File: config.mk
export PLATFORM = sky130hd
export DESIGN_NAME = study_mode
export DESIGN_NICKNAME = d
export VERILOG_FILES = /design/src/source/piano_pkg.sv /design/src/source/key_capture.sv /design/src/source/note_recorder.sv /design/src/source/study_mode.sv /design/src/source/study_sequencer.sv /design/src/source/tone_generator.sv
export SDC_FILE = /design/constraint.sdc
export NUM_CORES = 1
export LEC_CHECK = 0
export BUFFER_PORTS_ARGS = -buffer_cell sky130_fd_sc_hd__buf_2
export CAP_MARGIN = 30
export CORE_ASPECT_RATIO = 1.1
export CORE_UTILIZATION = 30
export DETAILED_ROUTE_END_ITERATION = 8
export HOLD_SLACK_MARGIN = 0.06
export PLACE_DENSITY = 0.48
export SLEW_MARGIN = 20
export SYNTH_ARGS = -nofsm -noshare
export SYNTH_HDL_FRONTEND = slang
export SYNTH_SLANG_ARGS = --single-unit
export TNS_END_PERCENT = 50
File: constraint.sdc
create_clock -name clk -period 3.7 [get_ports clk]
set_clock_uncertainty 0.05 [all_clocks]
set_input_delay 0.37 -clock clk [delete_from_list [all_inputs] [get_ports clk]]
set_output_delay 0.37 -clock clk [all_outputs]
set_load 0.03 [all_outputs]
File: src/source/piano_pkg.sv
package piano_pkg;

    // ~~~~~~~~~~~~~~~~~~~~~~~~~~~~~~~~~~~~~~~~~~~~~~~~~~~~~~~~~~~~~~~~~~~~~~~~~~~~
    // Note fields
    // ~~~~~~~~~~~~~~~~~~~~~~~~~~~~~~~~~~~~~~~~~~~~~~~~~~~~~~~~~~~~~~~~~~~~~~~~~~~~

    localparam int NOTE_BITS   = 3;    // 0 is a rest, 1 to 7 are C to B.
    localparam int OCTAVE_BITS = 2;
    localparam int LENGTH_BITS = 2;    // Lasts code plus 1 units.

    localparam int NOTE_KEYS   = 7;
    localparam int LENGTH_KEYS = 4;

    localparam int COUNT_BITS  = 8;

    // ~~~~~~~~~~~~~~~~~~~~~~~~~~~~~~~~~~~~~~~~~~~~~~~~~~~~~~~~~~~~~~~~~~~~~~~~~~~~
    // Song tables
    // ~~~~~~~~~~~~~~~~~~~~~~~~~~~~~~~~~~~~~~~~~~~~~~~~~~~~~~~~~~~~~~~~~~~~~~~~~~~~

    localparam int SONG_COUNT = 2;
    localparam int SONG_BITS  = 1;
    localparam int SONG_STEPS = 8;
    localparam int STEP_BITS  = 3;

    localparam logic [0:SONG_COUNT-1][0:SONG_STEPS-1][NOTE_BITS-1:0] SONG_NOTES = '{
        '{3'd1, 3'd1, 3'd5, 3'd5, 3'd6, 3'd6, 3'd5, 3'd0},
        '{3'd3, 3'd2, 3'd1, 3'd2, 3'd3, 3'd0, 3'd0, 3'd0}
    };

    // Steps in use per song.
    localparam logic [0:SONG_COUNT-1][STEP_BITS:0] SONG_LEN = '{4'd8, 4'd5};

    // ~~~~~~~~~~~~~~~~~~~~~~~~~~~~~~~~~~~~~~~~~~~~~~~~~~~~~~~~~~~~~~~~~~~~~~~~~~~~
    // Tone half periods
    // ~~~~~~~~~~~~~~~~~~~~~~~~~~~~~~~~~~~~~~~~~~~~~~~~~~~~~~~~~~~~~~~~~~~~~~~~~~~~

    localparam int HALF_BITS = 7;

    // Clocks per half period at octave 0, indexed by note code.
    // Higher octaves shift right by the octave number.
    localparam logic [1:7][HALF_BITS-1:0] BASE_HALF = '{
        7'd64, 7'd58, 7'd52, 7'd48, 7'd44, 7'd40, 7'd34
    };

endpackage

File: src/source/key_capture.sv
`timescale 1ns/1ps

module key_capture import piano_pkg::*; (
    input  logic                   clk,
    input  logic                   reset,
    input  logic                   en,
    input  logic                   hit,
    input  logic                   oct_up,
    input  logic                   oct_down,
    input  logic [NOTE_KEYS-1:0]   note_key,
    input  logic [LENGTH_KEYS-1:0] length_key,
    input  logic                   key_ready,
    output logic                   key_valid,
    output logic [OCTAVE_BITS-1:0] key_octave,
    output logic [NOTE_BITS-1:0]   key_note,
    output logic [LENGTH_BITS-1:0] key_length
);

    logic                   hit_d;
    logic                   up_d;
    logic                   down_d;
    logic                   hit_rise;
    logic                   up_rise;
    logic                   down_rise;
    logic [OCTAVE_BITS-1:0] octave;
    logic [NOTE_BITS-1:0]   pressed_note;
    logic [LENGTH_BITS-1:0] pressed_length;

    assign hit_rise  = hit & ~hit_d;
    assign up_rise   = oct_up & ~up_d;
    assign down_rise = oct_down & ~down_d;

    // Lowest pressed key wins.
    always_comb begin
        pressed_note = '0;
        for (int i = NOTE_KEYS - 1; i >= 0; i--) begin
            if (note_key[i]) begin
                pressed_note = NOTE_BITS'(i + 1);
            end
        end
        pressed_length = '0;
        for (int i = LENGTH_KEYS - 1; i >= 0; i--) begin
            if (length_key[i]) begin
                pressed_length = LENGTH_BITS'(i);
            end
        end
    end

    always_ff @(posedge clk) begin
        if (reset) begin
            hit_d  <= 1'b0;
            up_d   <= 1'b0;
            down_d <= 1'b0;
            octave <= OCTAVE_BITS'(1);
        end else begin
            hit_d  <= hit;
            up_d   <= oct_up;
            down_d <= oct_down;
            if (up_rise && !down_rise && octave != '1) begin
                octave <= octave + 1'b1;   // Saturates at 3.
            end else if (down_rise && !up_rise && octave != '0) begin
                octave <= octave - 1'b1;
            end
        end
    end

    // One note may wait; later hits are ignored until it goes.
    always_ff @(posedge clk) begin
        if (reset || !en) begin
            key_valid <= 1'b0;
        end else if (key_valid) begin
            key_valid <= ~key_ready;
        end else if (hit_rise) begin
            key_valid <= 1'b1;
        end
    end

    always_ff @(posedge clk) begin
        if (!key_valid && hit_rise) begin
            key_octave <= octave;
            key_note   <= pressed_note;
            key_length <= pressed_length;
        end
    end

endmodule

File: src/source/note_recorder.sv
`timescale 1ns/1ps

module note_recorder import piano_pkg::*; #(
    parameter  int REC_DEPTH    = 16,
    localparam int ADDR_BITS    = $clog2(REC_DEPTH),
    localparam int REC_CNT_BITS = $clog2(REC_DEPTH + 1)
) (
    input  logic                    clk,
    input  logic                    reset,
    input  logic                    rec_clear,
    input  logic                    rec_wr,
    input  logic [OCTAVE_BITS-1:0]  wr_octave,
    input  logic [NOTE_BITS-1:0]    wr_note,
    input  logic [LENGTH_BITS-1:0]  wr_length,
    input  logic [ADDR_BITS-1:0]    rec_addr,
    output logic [OCTAVE_BITS-1:0]  rd_octave,
    output logic [NOTE_BITS-1:0]    rd_note,
    output logic [LENGTH_BITS-1:0]  rd_length,
    output logic [REC_CNT_BITS-1:0] rec_count
);

    localparam int ENTRY_BITS = OCTAVE_BITS + NOTE_BITS + LENGTH_BITS;

    logic [ENTRY_BITS-1:0] mem [REC_DEPTH];
    logic                  full;

    assign full = (rec_count == REC_CNT_BITS'(REC_DEPTH));

    always_ff @(posedge clk) begin
        if (rec_wr && !full) begin
            mem[rec_count[ADDR_BITS-1:0]] <= {wr_octave, wr_note, wr_length};
        end
    end

    always_ff @(posedge clk) begin
        if (reset || rec_clear) begin
            rec_count <= '0;
        end else if (rec_wr && !full) begin
            rec_count <= rec_count + 1'b1;   // Extra writes are dropped.
        end
    end

    assign {rd_octave, rd_note, rd_length} = mem[rec_addr];

endmodule

File: src/source/study_mode.sv
`timescale 1ns/1ps

module study_mode import piano_pkg::*; #(
    parameter  int UNIT_CYCLES  = 256,
    parameter  int REC_DEPTH    = 16,
    localparam int ADDR_BITS    = $clog2(REC_DEPTH),
    localparam int REC_CNT_BITS = $clog2(REC_DEPTH + 1)
) (
    input  logic                    clk,
    input  logic                    reset,
    input  logic                    en,
    input  logic                    is_record,
    input  logic                    is_rw,
    input  logic [SONG_BITS-1:0]    song,
    input  logic                    hit,
    input  logic                    oct_up,
    input  logic                    oct_down,
    input  logic [NOTE_KEYS-1:0]    note_key,
    input  logic [LENGTH_KEYS-1:0]  length_key,
    output logic [NOTE_KEYS-1:0]    note_led,
    output logic                    buzzer,
    output logic                    playing,
    output logic [STEP_BITS-1:0]    step,
    output logic [COUNT_BITS-1:0]   correct_count,
    output logic [REC_CNT_BITS-1:0] rec_count
);

    // Key offer.
    logic                   key_valid;
    logic                   key_ready;
    logic [OCTAVE_BITS-1:0] key_octave;
    logic [NOTE_BITS-1:0]   key_note;
    logic [LENGTH_BITS-1:0] key_length;

    // Note to play.
    logic                   tone_valid;
    logic                   tone_ready;
    logic [OCTAVE_BITS-1:0] tone_octave;
    logic [NOTE_BITS-1:0]   tone_note;
    logic [LENGTH_BITS-1:0] tone_length;

    // Recorder access.
    logic                   rec_wr;
    logic                   rec_clear;
    logic [ADDR_BITS-1:0]   rec_addr;
    logic [OCTAVE_BITS-1:0] rd_octave;
    logic [NOTE_BITS-1:0]   rd_note;
    logic [LENGTH_BITS-1:0] rd_length;

    key_capture i_key_capture (
        .clk        (clk),
        .reset      (reset),
        .en         (en),
        .hit        (hit),
        .oct_up     (oct_up),
        .oct_down   (oct_down),
        .note_key   (note_key),
        .length_key (length_key),
        .key_ready  (key_ready),
        .key_valid  (key_valid),
        .key_octave (key_octave),
        .key_note   (key_note),
        .key_length (key_length)
    );

    study_sequencer #(
        .REC_DEPTH (REC_DEPTH)
    ) i_study_sequencer (
        .clk           (clk),
        .reset         (reset),
        .en            (en),
        .is_record     (is_record),
        .is_rw         (is_rw),
        .song          (song),
        .key_valid     (key_valid),
        .key_ready     (key_ready),
        .key_octave    (key_octave),
        .key_note      (key_note),
        .key_length    (key_length),
        .tone_valid    (tone_valid),
        .tone_ready    (tone_ready),
        .tone_octave   (tone_octave),
        .tone_note     (tone_note),
        .tone_length   (tone_length),
        .rec_wr        (rec_wr),
        .rec_clear     (rec_clear),
        .rec_addr      (rec_addr),
        .rd_octave     (rd_octave),
        .rd_note       (rd_note),
        .rd_length     (rd_length),
        .rec_count     (rec_count),
        .note_led      (note_led),
        .step          (step),
        .correct_count (correct_count)
    );

    tone_generator #(
        .UNIT_CYCLES (UNIT_CYCLES)
    ) i_tone_generator (
        .clk         (clk),
        .reset       (reset),
        .tone_valid  (tone_valid),
        .tone_ready  (tone_ready),
        .tone_octave (tone_octave),
        .tone_note   (tone_note),
        .tone_length (tone_length),
        .buzzer      (buzzer),
        .playing     (playing)
    );

    note_recorder #(
        .REC_DEPTH (REC_DEPTH)
    ) i_note_recorder (
        .clk       (clk),
        .reset     (reset),
        .rec_clear (rec_clear),
        .rec_wr    (rec_wr),
        .wr_octave (tone_octave),
        .wr_note   (tone_note),
        .wr_length (tone_length),
        .rec_addr  (rec_addr),
        .rd_octave (rd_octave),
        .rd_note   (rd_note),
        .rd_length (rd_length),
        .rec_count (rec_count)
    );

endmodule

File: src/source/study_sequencer.sv
`timescale 1ns/1ps

module study_sequencer import piano_pkg::*; #(
    parameter  int REC_DEPTH    = 16,
    localparam int ADDR_BITS    = $clog2(REC_DEPTH),
    localparam int REC_CNT_BITS = $clog2(REC_DEPTH + 1)
) (
    input  logic                    clk,
    input  logic                    reset,
    input  logic                    en,
    input  logic                    is_record,
    input  logic                    is_rw,
    input  logic [SONG_BITS-1:0]    song,
    input  logic                    key_valid,
    output logic                    key_ready,
    input  logic [OCTAVE_BITS-1:0]  key_octave,
    input  logic [NOTE_BITS-1:0]    key_note,
    input  logic [LENGTH_BITS-1:0]  key_length,
    output logic                    tone_valid,
    input  logic                    tone_ready,
    output logic [OCTAVE_BITS-1:0]  tone_octave,
    output logic [NOTE_BITS-1:0]    tone_note,
    output logic [LENGTH_BITS-1:0]  tone_length,
    output logic                    rec_wr,
    output logic                    rec_clear,
    output logic [ADDR_BITS-1:0]    rec_addr,
    input  logic [OCTAVE_BITS-1:0]  rd_octave,
    input  logic [NOTE_BITS-1:0]    rd_note,
    input  logic [LENGTH_BITS-1:0]  rd_length,
    input  logic [REC_CNT_BITS-1:0] rec_count,
    output logic [NOTE_KEYS-1:0]    note_led,
    output logic [STEP_BITS-1:0]    step,
    output logic [COUNT_BITS-1:0]   correct_count
);

    logic                    study_sel;
    logic                    record_sel;
    logic                    replay_sel;
    logic                    replay_valid;
    logic                    transfer;
    logic [NOTE_BITS-1:0]    goal;
    logic [STEP_BITS:0]      last_step;
    logic [REC_CNT_BITS-1:0] rd_idx;

    assign study_sel  = ~is_record;
    assign record_sel = is_record & is_rw;
    assign replay_sel = is_record & ~is_rw;

    // ~~~~~~~~~~~~~~~~~~~~~~~~~~~~~~~~~~~~~~~~~~~~~~~~~~~~~~~~~~~~~~~~~~~~~~~~~~~~
    // Note source
    // ~~~~~~~~~~~~~~~~~~~~~~~~~~~~~~~~~~~~~~~~~~~~~~~~~~~~~~~~~~~~~~~~~~~~~~~~~~~~

    assign replay_valid = en & replay_sel & (rd_idx < rec_count);

    always_comb begin
        if (replay_sel) begin
            tone_valid  = replay_valid;
            tone_octave = rd_octave;
            tone_note   = rd_note;
            tone_length = rd_length;
            key_ready   = 1'b1;    // Hits are thrown away.
        end else begin
            tone_valid  = key_valid;
            tone_octave = key_octave;
            tone_note   = key_note;
            tone_length = key_length;
            key_ready   = tone_ready;
        end
    end

    assign transfer  = tone_valid & tone_ready;
    assign rec_wr    = record_sel & transfer;
    assign rec_clear = ~en;
    assign rec_addr  = rd_idx[ADDR_BITS-1:0];

    always_ff @(posedge clk) begin
        if (reset || !en || !replay_sel) begin
            rd_idx <= '0;
        end else if (transfer) begin
            rd_idx <= rd_idx + 1'b1;
        end
    end

    // ~~~~~~~~~~~~~~~~~~~~~~~~~~~~~~~~~~~~~~~~~~~~~~~~~~~~~~~~~~~~~~~~~~~~~~~~~~~~
    // Grading
    // ~~~~~~~~~~~~~~~~~~~~~~~~~~~~~~~~~~~~~~~~~~~~~~~~~~~~~~~~~~~~~~~~~~~~~~~~~~~~

    assign goal      = SONG_NOTES[song][step];
    assign last_step = SONG_LEN[song] - 1'b1;

    always_ff @(posedge clk) begin
        if (reset || !en) begin
            step          <= '0;
            correct_count <= '0;
        end else if (study_sel && transfer && tone_note == goal) begin
            correct_count <= correct_count + 1'b1;
            // Wrap also covers a song switch past the new end.
            if ({1'b0, step} >= last_step) begin
                step <= '0;
            end else begin
                step <= step + 1'b1;
            end
        end
    end

    always_ff @(posedge clk) begin
        if (reset) begin
            note_led <= '0;
        end else if (en && study_sel && goal != '0) begin
            note_led <= NOTE_KEYS'(1) << (goal - 1'b1);
        end else begin
            note_led <= '0;   // Rest goal or another mode.
        end
    end

endmodule

File: src/source/tone_generator.sv
`timescale 1ns/1ps

module tone_generator import piano_pkg::*; #(
    parameter int UNIT_CYCLES = 256
) (
    input  logic                   clk,
    input  logic                   reset,
    input  logic                   tone_valid,
    output logic                   tone_ready,
    input  logic [OCTAVE_BITS-1:0] tone_octave,
    input  logic [NOTE_BITS-1:0]   tone_note,
    input  logic [LENGTH_BITS-1:0] tone_length,
    output logic                   buzzer,
    output logic                   playing
);

    localparam int DUR_BITS = $clog2((1 << LENGTH_BITS) * UNIT_CYCLES);

    logic                 start;
    logic [DUR_BITS-1:0]  dur_cnt;
    logic [HALF_BITS-1:0] half_cnt;
    logic [HALF_BITS-1:0] half_per;

    // Zero marks a rest.
    function automatic logic [HALF_BITS-1:0] half_of(
        input logic [NOTE_BITS-1:0]   note,
        input logic [OCTAVE_BITS-1:0] octave
    );
        if (note == '0) begin
            half_of = '0;
        end else begin
            half_of = BASE_HALF[note] >> octave;
        end
    endfunction

    assign tone_ready = ~playing;
    assign start      = tone_valid & tone_ready;

    always_ff @(posedge clk) begin
        if (reset) begin
            playing <= 1'b0;
            buzzer  <= 1'b0;
        end else if (start) begin
            playing <= 1'b1;
            buzzer  <= 1'b0;
        end else if (playing) begin
            if (dur_cnt == '0) begin
                playing <= 1'b0;   // Last clock of the note.
                buzzer  <= 1'b0;
            end else if (half_per != '0 && half_cnt == half_per) begin
                buzzer <= ~buzzer;
            end
        end
    end

    always_ff @(posedge clk) begin
        if (start) begin
            dur_cnt  <= DUR_BITS'((int'(tone_length) + 1) * UNIT_CYCLES - 1);
            half_cnt <= HALF_BITS'(1);
            half_per <= half_of(tone_note, tone_octave);
        end else if (playing) begin
            dur_cnt <= dur_cnt - 1'b1;
            if (half_cnt == half_per) begin
                half_cnt <= HALF_BITS'(1);
            end else begin
                half_cnt <= half_cnt + 1'b1;
            end
        end
    end

endmodule

==> flow_metrics.env <==
export IMPL_swShare=0.241
export IMPL_synth_cell_types=54
export IMPL_netlist_instances=607
export IMPL_grt_usage=0.143
export IMPL_die_width_um=159
export IMPL_place_congestion=0.753
export IMPL_wl_per_cell_um=17.9
export IMPL_synth_seq_cells=183
export IMPL_cts_inserted_buffers=17
export IMPL_grt_max_degree=21
export IMPL_cp_max_fo=10
export IMPL_critical_path_required_ns=4.01
export IMPL_pwr_share_comb=0.059
export IMPL_tritoncts="built"
export IMPL_async_reset_ff_frac=0
export IMPL_portBuffers=44
export IMPL_fin_setup_tns_ns=0
export IMPL_worstSetupPathType="reg2reg"
export IMPL_clock_root_buffer="clkbuf_16"
export IMPL_hold_violations=0
export IMPL_nFillCells=2566
export IMPL_clock_latency_ns=0.43
export IMPL_worst_hold_path_type="in2reg"
export IMPL_post_cts_buffers=0
export IMPL_rsz0062_at_grt="no"
export IMPL_setup_viol=0
export IMPL_synth_fp_nets=655
export IMPL_cap_violations=0
export IMPL_p_total_mw=4.38
export IMPL_die_h_um=175
export IMPL_ant_nets=0
export IMPL_first_pass_iters=4
export IMPL_diodes=0
export IMPL_period_share=0.878
export IMPL_syn_to_final_growth_pct=18.3
export IMPL_synthesis_area_mm2=0.00818
export IMPL_drtIter0Drc=299
export IMPL_antenna_found_initial=0
export IMPL_synth_ff_type="edfxtp_1"
export IMPL_max_slew_margin=0.423
export IMPL_nets=735
export IMPL_dieArea_mm2=0.0279
export IMPL_routed_wirelength_um=18900
export IMPL_seq_area_frac_synth=0.614
export IMPL_worst_slew_pin_slew_ns=0.862
export IMPL_overflow=0
export IMPL_ios=45
export IMPL_multi_input_area_mm2=0.00297
export IMPL_internal_power_mw=3.33
export IMPL_power_share_sequential=0.521
export IMPL_dpl_hpwl_um=13700
export IMPL_core_area_mm2=0.0269
export IMPL_cts_buffer_depth=2
export IMPL_rows=63
export IMPL_synth_edf_count=136
export IMPL_remaining_drc_errors=0
export IMPL_cts_sink_count=183
export IMPL_status="finished, final reports clean"
export IMPL_grt_pass1_wl_um=29800
export IMPL_ir_worst_vdd_v=0.000289
export IMPL_register_area_mm2=0.00502
export IMPL_maxSlewViolCount=0
export IMPL_yosysWarnings=0
export IMPL_drive_gt1_frac=0.229
export IMPL_cp_end_kind="flip-flop"
export IMPL_cts_max_level=4
export IMPL_grt_pass1_vias=5252
export IMPL_crit_arrival_ns=3.56
export IMPL_utilization=0.360
export IMPL_min_period_ns=3.25
export IMPL_max_freq_ghz=0.308
export IMPL_synth_area_per_cell_um2=13.5
export IMPL_clock_power_share=0.420
export IMPL_vias=5149
export IMPL_start_util=0.304
export IMPL_viasPerCell=4.87
export IMPL_p_leak_nw=3.35
export IMPL_start_kind="flip-flop"
export IMPL_power_density_mw_per_mm2=453
export IMPL_path_clk_slew_ns=0.08
export IMPL_p_switching_mw=1.06
[cell usage after synthesis, types with 15 or more instances]
cell type  number  share of area
mux2i_1        17          0.021
nor3_1         15         0.0092
nor2_1         47          0.022
ha_1           28          0.043
a21oi_1        26          0.016
mux4_2         28          0.077
dfxtp_1        47           0.12
nand2_1        49          0.022
inv_1          23          0.011
edfxtp_1      136           0.50
xnor2_1        17          0.018
[per-layer routing]
| metal | vias up | wire length (um) | track usage |
|---|---|---|---|
| met2 | 105 | 9600 | 0.244 |
| met1 | 2587 | 8290 | 0.183 |
| met3 | 13 | 784 | 0.0278 |
| li1 | 2444 | - | - |
| met5 | - | 0 | 0 |
| met4 | 0 | 207 | 0.0453 |
[registers in the layout, indices dropped and copies added, names as in the netlist, named ones only]
name / flops
i_tone_generator.buzzer: 1
i_key_capture.key_length: 2
i_study_sequencer.note_led: 7
i_tone_generator.dur_cnt: 10
i_tone_generator.playing: 1
i_key_capture.hit_d: 1
i_key_capture.octave: 2
i_key_capture.key_note: 3
i_key_capture.up_d: 1
i_note_recorder.mem: 112
i_key_capture.key_valid: 1
i_study_sequencer.correct_count: 8
i_tone_generator.half_per: 7
i_study_sequencer.step: 3
i_study_sequencer.rd_idx: 5
i_key_capture.key_octave: 2
i_note_recorder.rec_count: 5
i_key_capture.down_d: 1
i_tone_generator.half_cnt: 7
[critical path, cell delays in order, from the launching register on]
cell	delay (ns)
dfxtp_1	0.53
inv_1	0.18
ha_1	0.24
nand2_1	0.06
nand3b_1	0.08
a311o_1	0.41
a2111oi_2	0.48
mux2i_1	0.28
buf_4	0.24
or4_1	0.47
a21oi_1	0.16
[cell usage in the layout, fill, tap and decap left out, types with 15 or more instances in the layout]
cell type    n
buf_2       44
nand2_1     49
buf_4       36
xnor2_1     17
mux2i_1     17
nor3_1      15
dfxtp_1     47
clkbuf_16   17
edfxtp_1   136
ha_1        28
a21oi_1     26
nor2_1      47
mux4_2      28
inv_1       23
[per-stage QoR]
stage	cell area [um2]	hold slack (ns)	instances	setup slack (ns)
6_report	9680	0.122	1057	0.450
5_1_grt	9680	0.121	1057	0.155
4_1_cts	9670	0.111	1057	0.128
3_5_place_dp	9050	0.419	1025	0.161
3_3_place_gp	9050	0.402	1024	0.0982
2_1_floorplan	8180	0.389	607	0.272
[path summary, 6_finish.rpt]
| path | from | to | slack [ns] | depth (start not counted) |
|---|---|---|---|---|
| worst max-delay path | i_note_recorder.rec_count[3] | i_study_sequencer.correct_count[3] | 0.45 | 10 |
| worst min-delay path | hit | i_key_capture.hit_d | 0.12 | 2 |
| worst max register to register | i_note_recorder.rec_count[3] | i_study_sequencer.correct_count[3] | 0.45 | 10 |
| worst min register to register | i_study_sequencer.correct_count[7] | i_study_sequencer.correct_count[7] | 0.43 | 2 |
[power groups by stage]
stage	registers [mW]	logic, mW	clock network (mW)
global placement	2.33	0.254	0
floorplan	2.32	0.169	0
CTS	2.28	0.265	1.89
detailed placement	2.33	0.263	0
finish	2.28	0.261	1.84
global route	2.29	0.291	1.97
[final cells by class]
| class | instances | share of cell area |
|---|---|---|
| sequential | 183 | 0.519 |
| multi-input combinational | 377 | 0.306 |
| timing repair buffer | 82 | 0.0548 |
| tap | 357 | 0.0461 |
| clock buffer | 17 | 0.0440 |
| clock inverter | 15 | 0.0194 |
| inverter | 26 | 0.0101 |
[timing repair]
action                                 in CTS  in global routing
hold buffers                                0                  0
endpoints found under the hold margin       0                  0
gates resized for setup                     0                  4
setup endpoints to repair                   0                  3
[cell families after synthesis]
kind of cell               after synthesis  share of synthesized area
and+or+nand+nor                        188                      0.115
buffers and inverters                   47                     0.0246
muxes                                   51                      0.106
xor gates and xnor gates                28                     0.0300
adders and majority gates               28                     0.0428
AOI/OAI and AO/OA                       82                     0.0675
DFF                                    183                      0.614
No activity file was read; power rests on OpenSTA's default activity.
